### config.mk
export PLATFORM = sky130hd
export DESIGN_NAME = ac97_loopback
export DESIGN_NICKNAME = d
export VERILOG_FILES = /design/src/common/ac97_link_pkg.sv /design/src/common/ac97_codec_pkg.sv /design/src/common/ac97_ifs.sv /design/src/ac97_link/ac97_link_timing.sv /design/src/ac97_link/ac97_frame_tx.sv /design/src/ac97_link/ac97_frame_rx.sv /design/src/ac97_init_ctrl.sv /design/src/ac97_loopback.sv
export SDC_FILE = /design/constraint.sdc
export NUM_CORES = 1
export LEC_CHECK = 0
export BUFFER_PORTS_ARGS = -buffer_cell sky130_fd_sc_hd__buf_2
export CAP_MARGIN = 20
export CORE_UTILIZATION = 55
export CTS_BUF_LIST = sky130_fd_sc_hd__clkbuf_16
export DETAILED_ROUTE_END_ITERATION = 8
export GPL_TIMING_DRIVEN = 0
export PLACE_DENSITY = 0.71
export SKIP_LAST_GASP = 1
export SLEW_MARGIN = 15
export SYNTH_ARGS = -nofsm -noshare
export SYNTH_HDL_FRONTEND = slang
export SYNTH_HIERARCHICAL = 1
export SYNTH_SLANG_ARGS = --single-unit
### constraint.sdc
create_clock -name CCLK -period 12.65 [get_ports CCLK]
set_clock_uncertainty 0.15 [all_clocks]
set_input_delay 2.53 -clock CCLK [delete_from_list [all_inputs] [get_ports CCLK]]
set_output_delay 2.53 -clock CCLK [all_outputs]
set_load 0.005 [all_outputs]
### src/common/ac97_link_pkg.sv
package ac97_link_pkg;

	////////////////////
	// Frame geometry
	////////////////////

	localparam int frame_bits = 256; // Bit clocks per frame
	localparam int tag_bits = 16;    // Slot 0
	localparam int slot_bits = 20;   // Slots 1..12

	typedef logic [slot_bits-1:0] sample_t;
	typedef logic [slot_bits-1:0] slot_t;
	typedef logic [$clog2(frame_bits)-1:0] bit_index_t;

	////////////////////
	// Slot positions
	////////////////////

	// LSB of each slot inside the frame vector, MSB of frame is bit 255
	localparam int slot1_lsb = frame_bits - tag_bits - slot_bits;
	localparam int slot2_lsb = slot1_lsb - slot_bits;
	localparam int slot3_lsb = slot2_lsb - slot_bits;
	localparam int slot4_lsb = slot3_lsb - slot_bits;

	////////////////////
	// Tag bits
	////////////////////

	// Outgoing tag
	localparam int tag_frame_valid = 15;
	localparam int tag_slot1 = 14;        // Command address
	localparam int tag_slot2 = 13;        // Command data
	localparam int tag_slot3 = 12;        // Left PCM
	localparam int tag_slot4 = 11;        // Right PCM

	// Incoming tag
	localparam int tag_codec_ready = 15;

endpackage

### src/common/ac97_codec_pkg.sv
package ac97_codec_pkg;

	typedef logic [7:0] reg_addr_t;   // Bit 7 read flag, 6..0 index
	typedef logic [15:0] reg_data_t;

	////////////////////
	// Register map
	////////////////////

	localparam reg_addr_t reg_master_vol = 8'h02;
	localparam reg_addr_t reg_line_in = 8'h10;
	localparam reg_addr_t reg_rec_sel = 8'h1A;
	localparam reg_addr_t reg_rec_gain = 8'h1C;
	localparam reg_addr_t reg_powerdown = 8'h26; // Power-down ctrl/status

	localparam reg_addr_t cmd_read = 8'h80;      // Read request flag

	// Bring-up values
	localparam reg_data_t rec_sel_value = 16'h0404; // Line in, both channels
	localparam reg_data_t zero_gain = 16'h0000;     // 0 dB, unmuted

	////////////////////
	// Controller states
	////////////////////

	typedef enum logic [2:0] {
		st_wait_ready,
		st_master,
		st_line_in,
		st_rec_sel,
		st_rec_gain,
		st_stream
	} init_state_t;

endpackage

### src/common/ac97_ifs.sv
`timescale 1ns/1ps

// Bit and frame strobes from the link timing block
interface ac97_frame_if import ac97_link_pkg::*; ();
	logic bit_rise;
	logic bit_fall;
	bit_index_t bit_index;
	logic frame_start;
	logic frame_done;

	modport timing (
		output bit_rise, bit_fall, bit_index, frame_start, frame_done
	);
	modport sink (
		input bit_rise, bit_fall, bit_index, frame_start, frame_done
	);
endinterface

// Controller levels toward the serializer
interface ac97_out_if import ac97_link_pkg::*, ac97_codec_pkg::*; ();
	logic cmd_vd;
	reg_addr_t cmd_addr;
	reg_data_t cmd_data;
	logic left_vd;
	logic right_vd;
	sample_t leftdac;
	sample_t rightdac;

	modport ctrl (
		output cmd_vd, cmd_addr, cmd_data, left_vd, right_vd, leftdac, rightdac
	);
	modport link (
		input cmd_vd, cmd_addr, cmd_data, left_vd, right_vd, leftdac, rightdac
	);
endinterface

// Received frame contents toward the controller
interface ac97_in_if import ac97_link_pkg::*; ();
	logic codec_ready;
	slot_t reg_status;
	slot_t status_data;
	sample_t leftadc;
	sample_t rightadc;

	modport link (
		output codec_ready, reg_status, status_data, leftadc, rightadc
	);
	modport ctrl (
		input codec_ready, reg_status, status_data, leftadc, rightadc
	);
endinterface

### src/ac97_link/ac97_link_timing.sv
`timescale 1ns/1ps

module ac97_link_timing import ac97_link_pkg::*; (
	input logic CCLK,
	input logic rst,
	input logic bit_clk,
	output logic sync,
	ac97_frame_if.timing frm
);

	logic bclk_meta;
	logic bclk_sync;
	logic bclk_last;   // Edge detect reference
	logic last_bit;

	////////////////////
	// Bit clock edges
	////////////////////

	always_ff @(posedge CCLK) begin
		if (!rst) begin
			bclk_meta <= 1'b0;
			bclk_sync <= 1'b0;
			bclk_last <= 1'b0;
			frm.bit_rise <= 1'b0;
			frm.bit_fall <= 1'b0;
		end else begin
			bclk_meta <= bit_clk;
			bclk_sync <= bclk_meta;
			bclk_last <= bclk_sync;
			frm.bit_rise <= bclk_sync & ~bclk_last; // 3 CCLK after the pin edge
			frm.bit_fall <= ~bclk_sync & bclk_last;
		end
	end

	////////////////////
	// Bit counter, sync
	////////////////////

	assign last_bit = (frm.bit_index == bit_index_t'(frame_bits - 1));

	always_ff @(posedge CCLK) begin
		if (!rst) begin
			frm.bit_index <= bit_index_t'(frame_bits - 1); // First rise wraps to bit 0
			sync <= 1'b0;
		end else if (frm.bit_rise) begin
			frm.bit_index <= frm.bit_index + 1'b1;
			if (last_bit) begin
				sync <= 1'b1;
			end else if (frm.bit_index == bit_index_t'(tag_bits - 1)) begin
				sync <= 1'b0; // Tag phase over
			end
		end
	end

	assign frm.frame_start = frm.bit_rise & last_bit;
	assign frm.frame_done = frm.bit_fall & last_bit;

endmodule

### src/ac97_link/ac97_frame_tx.sv
`timescale 1ns/1ps

module ac97_frame_tx import ac97_link_pkg::*, ac97_codec_pkg::*; (
	input logic CCLK,
	input logic rst,
	ac97_frame_if.sink frm,
	ac97_out_if.link out,
	output logic sdata_out
);

	logic [tag_bits-1:0] tag;
	logic [frame_bits-1:0] frame_word;
	logic [frame_bits-1:0] frame_sr;
	logic cmd_write;

	// A read carries no data slot
	assign cmd_write = out.cmd_vd && ((out.cmd_addr & cmd_read) == '0);

	////////////////////
	// Frame assembly
	////////////////////

	always_comb begin
		tag = '0;
		tag[tag_frame_valid] = out.cmd_vd | out.left_vd | out.right_vd;
		tag[tag_slot1] = out.cmd_vd;
		tag[tag_slot2] = cmd_write;
		tag[tag_slot3] = out.left_vd;
		tag[tag_slot4] = out.right_vd;

		frame_word = '0;
		frame_word[frame_bits-1 -: tag_bits] = tag;
		if (tag[tag_slot1]) begin
			// Address in 19..12
			frame_word[slot1_lsb +: slot_bits] = {out.cmd_addr, 12'h000};
		end
		if (tag[tag_slot2]) begin
			frame_word[slot2_lsb +: slot_bits] = {out.cmd_data, 4'h0}; // Data in 19..4
		end
		if (tag[tag_slot3]) begin
			frame_word[slot3_lsb +: slot_bits] = out.leftdac;
		end
		if (tag[tag_slot4]) begin
			frame_word[slot4_lsb +: slot_bits] = out.rightdac;
		end
	end

	////////////////////
	// Serializer
	////////////////////

	// Remaining bits of the frame
	always_ff @(posedge CCLK) begin
		if (frm.frame_start) begin
			frame_sr <= {frame_word[frame_bits-2:0], 1'b0};
		end else if (frm.bit_rise) begin
			frame_sr <= {frame_sr[frame_bits-2:0], 1'b0};
		end
	end

	always_ff @(posedge CCLK) begin
		if (!rst) begin
			sdata_out <= 1'b0;
		end else if (frm.frame_start) begin
			sdata_out <= frame_word[frame_bits-1]; // Tag MSB with bit 0
		end else if (frm.bit_rise) begin
			sdata_out <= frame_sr[frame_bits-1];
		end
	end

endmodule

### src/ac97_link/ac97_frame_rx.sv
`timescale 1ns/1ps

module ac97_frame_rx import ac97_link_pkg::*; (
	input logic CCLK,
	input logic rst,
	ac97_frame_if.sink frm,
	input logic sdata_in,
	ac97_in_if.link inp
);

	logic [frame_bits-1:0] rx_sr;
	logic [frame_bits-1:0] rx_next;  // Frame including the bit taken now

	assign rx_next = {rx_sr[frame_bits-2:0], sdata_in};

	////////////////////
	// Deserializer
	////////////////////

	// Codec drives on rising bit_clk, sample mid bit
	always_ff @(posedge CCLK) begin
		if (frm.bit_fall) begin
			rx_sr <= rx_next;
		end
	end

	////////////////////
	// Frame end latch
	////////////////////

	always_ff @(posedge CCLK) begin
		if (!rst) begin
			inp.codec_ready <= 1'b0;
			inp.reg_status <= '0;
			inp.status_data <= '0;
		end else if (frm.frame_done) begin
			inp.codec_ready <= rx_next[frame_bits - tag_bits + tag_codec_ready];
			inp.reg_status <= rx_next[slot1_lsb +: slot_bits];  // Echoed address
			inp.status_data <= rx_next[slot2_lsb +: slot_bits]; // Register contents
		end
	end

	// ADC samples
	always_ff @(posedge CCLK) begin
		if (frm.frame_done) begin
			inp.leftadc <= rx_next[slot3_lsb +: slot_bits];
			inp.rightadc <= rx_next[slot4_lsb +: slot_bits];
		end
	end

endmodule

### src/ac97_init_ctrl.sv
`timescale 1ns/1ps

module ac97_init_ctrl import ac97_codec_pkg::*; (
	input logic CCLK,
	input logic rst,
	ac97_frame_if.sink frm,
	ac97_in_if.ctrl inp,
	ac97_out_if.ctrl out,
	output logic init_led
);

	init_state_t state;
	logic done_q;  // Frame done delayed until rx levels settle
	logic set;     // Command has been loaded by tx

	always_ff @(posedge CCLK) begin
		if (!rst) begin
			state <= st_wait_ready;
			done_q <= 1'b0;
			set <= 1'b0;
			init_led <= 1'b0;
			out.cmd_vd <= 1'b0;
			out.cmd_addr <= '0;
			out.cmd_data <= '0;
			out.left_vd <= 1'b0;
			out.right_vd <= 1'b0;
			out.leftdac <= '0;
			out.rightdac <= '0;
		end else begin
			done_q <= frm.frame_done;
			if (frm.frame_start && out.cmd_vd)
				set <= 1'b1;

			if (done_q) begin
				case (state)
					st_wait_ready: begin
						// Poll power-down status until all sections are up
						if (inp.codec_ready) begin
							init_led <= 1'b1;
							out.cmd_vd <= 1'b1;
							out.cmd_addr <= cmd_read | reg_powerdown;
							if (out.cmd_vd && inp.reg_status[18:12] == reg_powerdown[6:0]
									&& inp.status_data[7:4] == 4'hF) begin
								state <= st_master;
								init_led <= 1'b0;
								out.cmd_addr <= reg_master_vol;
								out.cmd_data <= zero_gain;
								set <= 1'b0;
							end
						end
					end
					st_master: if (set) begin
						state <= st_line_in;
						out.cmd_addr <= reg_line_in;
						out.cmd_data <= zero_gain;
						set <= 1'b0;
					end
					st_line_in: if (set) begin
						state <= st_rec_sel;
						out.cmd_addr <= reg_rec_sel;
						out.cmd_data <= rec_sel_value;
						set <= 1'b0;
					end
					st_rec_sel: if (set) begin
						state <= st_rec_gain;
						out.cmd_addr <= reg_rec_gain;
						out.cmd_data <= zero_gain;
						set <= 1'b0;
					end
					st_rec_gain: if (set) begin
						// Loopback starts after the last write
						state <= st_stream;
						out.cmd_vd <= 1'b0;
						init_led <= 1'b0;
						out.left_vd <= 1'b1;
						out.right_vd <= 1'b1;
						out.leftdac <= inp.leftadc;
						out.rightdac <= inp.rightadc;
						set <= 1'b0;
					end
					st_stream: begin
						out.leftdac <= inp.leftadc;   // Leaves in next frame
						out.rightdac <= inp.rightadc;
					end
					default: state <= st_wait_ready;
				endcase
			end
		end
	end

endmodule

### src/ac97_loopback.sv
`timescale 1ns/1ps

module ac97_loopback (
	input logic CCLK,
	input logic rst,
	input logic bit_clk,
	input logic sdata_in,
	output logic sync,
	output logic sdata_out,
	output logic init_led
);

	ac97_frame_if frm_if ();
	ac97_out_if out_if ();
	ac97_in_if in_if ();

	////////////////////
	// Link
	////////////////////

	ac97_link_timing u_timing (
		.CCLK(CCLK),
		.rst(rst),
		.bit_clk(bit_clk),
		.sync(sync),
		.frm(frm_if.timing)
	);

	ac97_frame_tx u_tx (
		.CCLK(CCLK),
		.rst(rst),
		.frm(frm_if.sink),
		.out(out_if.link),
		.sdata_out(sdata_out)
	);

	ac97_frame_rx u_rx (
		.CCLK(CCLK),
		.rst(rst),
		.frm(frm_if.sink),
		.sdata_in(sdata_in),
		.inp(in_if.link)
	);

	////////////////////
	// Control
	////////////////////

	ac97_init_ctrl u_ctrl (
		.CCLK(CCLK),
		.rst(rst),
		.frm(frm_if.sink),
		.inp(in_if.ctrl),
		.out(out_if.ctrl),
		.init_led(init_led)
	);

endmodule

---- Yosys cells after proc, flatten, opt, wreduce, memory -nomap -nowiden ----
Cells that the tools add are included.
storage, ports and cells
  bits in registers ....................... 505
  input bits .............................. 4
  logic and storage cells ................. 117
operators by class
  add/subtract/negate cells ............... 1
  equal/unequal tests ..................... 16
  mux-type cells .......................... 44
  bitwise gates (word level) .............. 9
  reduce and logical (&&, ||, !) cells .... 21
operators with widths
  cell                                                   count
  two-way mux 256 bit                                    2
  two-way mux 20 bit                                     6
  case mux 20 bit (2 select lines)                       2
  two-way mux 16 bit                                     4
  case mux 16 bit (3 select lines)                       1
  two-way mux 8 bit                                      5
  case mux 8 bit (4 select lines)                        1
  two-way mux 3 bit                                      6
  case mux 3 bit (6 select lines)                        1
  two-way mux 1 bit                                      13
  inequality test 2 x 1 -> 1 bit, second input constant  6
  AND reduction 6 bit                                    2
  adder 8 x 1 -> 8 bit, second input constant            1
  equality test 8 x 4 -> 1 bit, second input constant    1
  equality test 8 bit, second input constant             1
  logical NOT 8 bit                                      1
  AND reduction 8 bit                                    1
  nonzero test 2 bit                                     4
  equality test 7 x 6 -> 1 bit, second input constant    1
  equality test 3 x 2 -> 1 bit, second input constant    2
  equality test 3 bit, second input constant             2
  case mux 1 bit (2 select lines)                        3
  AND reduction 3 bit                                    2
  AND 1 bit                                              4
  other kinds (13)                                       19

---- Depth between registers and ports, before layout ----
Gate-level depths: netlist of the first run.
  word-level depth ........................ 8
  depth in mapped cells ................... 9

---- Hierarchy ----
The synthesis of the first run kept the hierarchy.
modules (own cells, without submodules)
  module            instances  cells each  area an instance (um2)  sequential area each (um2)
  ac97_frame_rx     1          427         10452.5                 9679.3
  ac97_frame_tx     1          231         3832.4                  2762.6
  ac97_init_ctrl    1          281         2223.4                  1081.0
  ac97_link_timing  1          59          560.5                   280.3

---- Worst setup path before layout of the first run ----
OpenSTA, ideal clock, no wires.
  path type ............................... register -> register
  from .................................... reg u_timing.frm.bit_fall
  to ...................................... reg u_rx.inp.reg_status[0]
  library setup time ...................... 0.116 ns
  arrival ................................. 9.839 ns
  required time ........................... 12.384 ns
  slack ................................... 2.545 ns
  stages on the path, launching flop included .. 7
  buffers on the path ..................... 2
  clock period less this slack ............ 10.105 ns
  cell sequence ........................... dfxtp_1 > nand2_1 > nor3_1 > buf_6 > buf_12 > mux2i_1 > nor2b_1
on the way
  cells in the longest elaborated chain, start to end .. 1
RTL lines
  what                         line                    text
  from (decl)                  ac97_ifs.sv:12          output bit_rise, bit_fall, bit_index, frame_start, frame_done
  from (signal assigned)       ac97_link_timing.sv:32  frm.bit_fall <= ~bclk_sync & bclk_last;
  AND 1 bit                    ac97_link_timing.sv:57  assign frm.frame_done = frm.bit_fall & last_bit;
  named net frm_if.frame_done  ac97_ifs.sv:9           logic frame_done;
  to (signal assigned)         ac97_frame_rx.sv:38     inp.reg_status <= rx_next[slot1_lsb +: slot_bits];
  to (decl)                    ac97_ifs.sv:46          output codec_ready, reg_status, status_data, leftadc, rightadc
The timed path passes the listed nets, and every way through them passes these cells.
A chain may end at the register's enable or synchronous reset.

---- Worst setup path in the final report of the first run ----
  from .................................... reg u_ctrl.init_led
  to ...................................... out init_led
RTL lines
  what                    line                  text
  from (decl)             ac97_init_ctrl.sv:9   output logic init_led
  from (signal assigned)  ac97_init_ctrl.sv:21  init_led <= 1'b0;
  from (signal assigned)  ac97_init_ctrl.sv:39  init_led <= 1'b1;
  from (signal assigned)  ac97_init_ctrl.sv:45  init_led <= 1'b0;
  to (decl)               ac97_loopback.sv:10   output logic init_led
No word-level cell between the ends.

==> run_results.csv, run 1 <==
group,metric,value,unit
status,status,"completed",
sta,slew_viol_final,0,
worst_setup_path,crit_slowest_cell,"dfxtp_1",
synth,ys_warn_count,6,
global_route,grt_max_degree,68,
placement,io_buffers,6,
clock_network,h-tree-depth,2,
global_route,grt_pass1_wl,37.1,mm
clock_network,cts_tree,"yes",
power,p_clk_frac,0.426,
global_route,antenna_found_initial,0,
power,p_sw,0.585,mW
worst_setup_path,cp-start-kind,"flip-flop",
worst_setup_path,cp_top_family,"flip-flops",
worst_setup_path,path_max_fanout,2,
finish,finalNetCount,989,
route,viasPerCell,5.20,
clock_network,clkLatencyLatePin,550,ps
sta,tightest_slew,613,ps
clock_network,numCtsBuffers,45,
sta,period_share,0.294,
floorplanning,initial_core_util,0.558,
route,wl,22.9,mm
route,drt_iter0_drc,554,
worst_setup_path,crit_path_max_incr_delay,370,ps
hold_path,hp-class,"flip-flop to flip-flop",
placement,dp.final_hpwl,12.8,mm
power,combinationalPowerShare,0.015,
clock_network,cts-root-buf,"clkbuf_16",
power,ir_drop,128,uV
worst_setup_path,cp_num_buf_inv,1,
floorplanning,die_h,172,microns
sta,fmax,0.269,GHz
global_route,grt_pass1_vias,7149,
worst_setup_path,worstPathRequired,9970,ps
worst_setup_path,crit_chain,"buf_2",
floorplanning,die_area,29700,sq um
sta,fin_ws,8930,ps
floorplanning,io-pin-count,7,
clock_network,cts.reportedPaths.clkPinSlew,60,ps
global_route,grt_overflow_total,0,
placement,post-place-ws,8760,ps
clock_network,ctsHoldBuffers,0,
power,leakage,5.25,nW
finish,area_delta_synth_final,13.7,%
clock_network,cts_num_sinks,471,
clock_network,post_cts_resized,0,
finish,finish.utilization,0.634,
route,postRouteAntennaNets,0,
sta,fin_crit,3720,ps
finish,drive_gt1_frac,0.141,
synth,syn_avg_cell_area,17.6,sq um
power,seq_power_share,0.559,
sta,hold_violations,0,
worst_setup_path,crit_type,"flip-flop to output pin",
route,via_count,7294,
global_route,grt.total_usage,0.163,
route,dr.pass1.iters,4,
power,p_sw_frac,0.195,
route,drc,0,
floorplanning,core_area,28600,sq um
placement,globalplace.congestion,0.813,
synth,synthCells,907,
sta,slew_headroom,0.588,
power,power_density,165,nW/um^2
synth,synthesis.area,16000,sq um
floorplanning,die_x,172,microns
power,power.internal,2.42,mW
sta,rsz0062_at_grt,"false",
sta,hold_ws,245,ps
clock_network,cts.path.max_buffers,3,
worst_setup_path,crit_path_end_kind,"output pin",
sta,setup_viol,0,
job,drv_cap,0,
worst_setup_path,arrival,1040,ps
floorplanning,num_rows,62,
finish,num_antenna_cells,0,
route,wire_per_inst,16.3,microns
clock_network,postCtsSetupRepairBufs,0,
-- power groups by stage --
stage | Combinational, mW | Sequential, mW | Clock (mW)
global route | 0.0487 | 1.68 | 1.37
CTS | 0.0445 | 1.68 | 1.31
global placement | 0.0361 | 1.72 | 0
floorplan | 0.0288 | 1.72 | 0
finish | 0.0441 | 1.68 | 1.28
detailed placement | 0.0446 | 1.71 | 0
-- per-stage QoR --
stage | total power, mW | instances | area (sq um) | TNS [ps]
after floorplan | 1.75 | 922 | 16000 | 0
after global placement | 1.76 | 1312 | 16500 | -33810
after detailed placement | 1.76 | 1321 | 16700 | 0
after CTS | 3.04 | 1404 | 18200 | 0
after global routing | 3.10 | 1404 | 18200 | 0
final | 3.00 | 1404 | 18200 | 0
-- final timing paths --
kind,from,endpoint,slack (ps),cells past startpoint
max,u_ctrl/init_led,init_led,8930,1
min,u_timing/bclk_sync,u_timing/frm.bit_fall,250,1
max reg2reg,u_timing/frm.bit_index[0],u_tx/frame_sr[178],9840,7
min reg2reg,u_timing/bclk_sync,u_timing/frm.bit_fall,250,1
-- state kept, by name (all words and copies together), names as in the netlist, 3 cells and up --
signal                  flops
u_rx/rx_sr                255
u_tx/frame_sr              95
u_ctrl/out.leftdac         20
u_ctrl/out.rightdac        20
u_rx/inp.leftadc           20
u_rx/inp.rightadc          20
u_timing/frm.bit_index      8
u_rx/inp.reg_status         7
u_ctrl/out.cmd_addr         5
u_rx/inp.status_data        4
u_ctrl/state                3
-- layer usage --
metal	wire length, microns	part of all wire	track usage
met1	11400	0.50	0.239
met2	10200	0.44	0.245
met3	842	0.037	0.0286
met4	500	0.022	0.0612
met5	0	0	0
-- layout make-up --
type	instances	area, sq um
fillers	1980	10500
plain buffers	65	454
inverters	4	15.0
repair buffers	15	205
clock buffers	46	1150
flip-flops and latches	471	13200
multi-input cells	382	2340
well taps	384	480
clock inverters	37	279
-- cell usage in the layout, fill, tap and decap left out, drive strengths merged, types with 3 or more instances in the layout --
cell	count
a21o	4
a21oi	49
a22o	63
and2	23
buf	64
bufinv	3
clkbuf	62
clkinv	26
conb	16
dfxtp	92
edfxtp	379
inv	10
mux2i	29
nand2	98
nand3	7
nand4	5
nor2	22
nor2b	13
nor3	5
o21ai	10
or3	4
Power figures use the tool's default switching activity.
==> inputs of run 2 (changes only) <==
- clock period: 12.65 -> 3.5 ns (I/O delays scaled with it)
==> run 2 against run 1 <==
Against the previous run: total power increased to 3.6 times the previous value; critical endpoint is now u_tx/frame_sr[171]; routed wire length increased by 1.4%; combinational power increased to 3.7 times the previous value.
==> run_results.csv, run 2 (synthesized netlist as in run 1, its figures left out) <==
group,metric,value,unit
sta,fin_crit,2870,ps
worst_setup_path,crit_type,"flip-flop to flip-flop",
global_route,antenna_found_initial,0,
clock_network,h-tree-depth,2,
finish,most-common-layout-cells,"edfxtp_1, nand2_1, dfxtp_1",
floorplanning,initial_core_util,0.558,
placement,dpl-instance-area,16700,sq um
finish,fin_area,18200,sq um
placement,place_inst,1321,
sta,hold_violations,0,
clock_network,postCtsSetupRepairBufs,0,
power,ir_drop,445,uV
power,power_density,597,nW/um^2
clock_network,numCtsBuffers,45,
clock_network,clkLatencyLatePin,540,ps
worst_setup_path,path_max_fanout,47,
global_route,grt_max_degree,60,
route,drc,0,
finish,finalNetCount,989,
finish,drive_gt1_frac,0.130,
worst_setup_path,worstPathRequired,3570,ps
floorplanning,num_rows,62,
finish,regMostFlops,"u_rx/rx_sr",
hold_path,hp-class,"input pin to flip-flop",
finish,final_cells,1404,
status,status,"completed",
route,postRouteAntennaNets,0,
finish,layout_commonest_cell,"edfxtp_1",
clock_network,cts-root-buf,"clkbuf_16",
sta,tightest_slew,614,ps
route,viasPerCell,5.25,
sta,rsz0062_at_grt,"false",
worst_setup_path,rrSetupSlack,630,ps
route,dr.pass1.iters,5,
placement,dp.final_hpwl,12.8,mm
finish,top_regs,"u_rx/rx_sr: 255 flops, u_tx/frame_sr: 95 flops",
route,wl,23.3,mm
sta,fin_ws,628,ps
sta,slew_viol_final,0,
job,drv_cap,0,
floorplanning,io-pin-count,7,
route,via_count,7375,
global_route,grt_pass1_vias,7121,
clock_network,ctsHoldBuffers,0,
placement,io_buffers,6,
finish,seq_area,13200,sq um
finish,multi_input_area,2350,sq um
placement,post-place-ws,579,ps
finish,num_antenna_cells,0,
sta,slew_headroom,0.591,
route,wire_per_inst,16.6,microns
clock_network,cts.path.max_buffers,3,
finish,largest_register_ffs,255,
power,leakage,5.26,nW
worst_setup_path,cp-start-kind,"flip-flop",
clock_network,cts.reportedPaths.clkPinSlew,60,ps
global_route,grt_overflow_total,0,
global_route,grt.total_usage,0.165,
sta,period_share,0.821,
placement,globalplace.congestion,0.832,
route,top_layer,"met4",
finish,area_delta_synth_final,13.7,%
floorplanning,core_area,28600,sq um
clock_network,cts_num_sinks,471,
floorplanning,die_area,29700,sq um
sta,setup_viol,0,
route,dr_wl_met3,1.02,mm
sta,fmax,0.348,GHz
route,wl_met2,10.2,mm
clock_network,post_cts_resized,0,
global_route,grt_pass1_wl,37.9,mm
route,drt_iter0_drc,544,
finish,finish.utilization,0.634,
worst_setup_path,crit_path_end_kind,"flip-flop",
route,wl_met1,11.5,mm
finish,fill_cells,1956,
floorplanning,die_x,172,microns
clock_network,cts_tree,"yes",
sta,hold_ws,176,ps
floorplanning,die_h,172,microns
worst_setup_path,arrival,2940,ps
==> run 2: cell count changes in the layout (fill, tap and decap cells not counted), moves of 2 or more <==
cell        change
clkinv_2        -7
buf_6           -2
clkinvlp_4      -2
buf_12          +3
buf_8           +3
inv_1           +8
buf_16          -2
buf_4           -2
clkinv_1        +3
==> run 2: layout make-up <==
cell class                 count  share of cell area
clock buffer                  45              0.0620
timing repair buffer          15              0.0120
multi-input combinational    382               0.129
sequential                   471               0.728
inverter                       4            0.000827
clock inverter                38              0.0159
tap                          384              0.0265
buffer                        65              0.0250
==> run 2: worst paths after layout <==
check / startpoint / end / depth (start not counted)
max: u_timing/frm.bit_index[0] / u_tx/frame_sr[171] / 7
min: sdata_in / u_rx/rx_sr[0] / 1
max reg2reg: u_timing/frm.bit_index[0] / u_tx/frame_sr[171] / 7
min reg2reg: u_timing/bclk_sync / u_timing/frm.bit_fall / 1
==> run 2: power by group <==
| group | leakage, nW | internal (mW) | switching, mW |
|---|---|---|---|
| registers | 3.36 | 6.05 | 0.0253 |
| clock network | 0.739 | 2.64 | 1.96 |
| logic | 1.16 | 0.0633 | 0.0985 |
==> run 2: metrics by stage <==
step | TNS, ps | power, mW
after floorplan | -27490 | 6.30
after global placement | -93330 | 6.34
after detailed placement | 0 | 6.35
after CTS | 0 | 11.0
after global routing | 0 | 11.2
final | 0 | 10.8
==> run 2: layer usage <==
| layer | track usage | up-vias |
|---|---|---|
| li1 | - | 3532 |
| met1 | 0.253 | 3652 |
| met2 | 0.241 | 148 |
| met3 | 0.0309 | 43 |
| met4 | 0.0523 | 0 |
| met5 | 0 | - |
==> run 2: critical path, stage by stage (launching register included) <==
cell	delay [ps]
dfxtp_1	410
ha_1	280
nand4_4	150
or2_0	280
nor2_1	260
buf_6	190
or2_4	480
buf_12	330
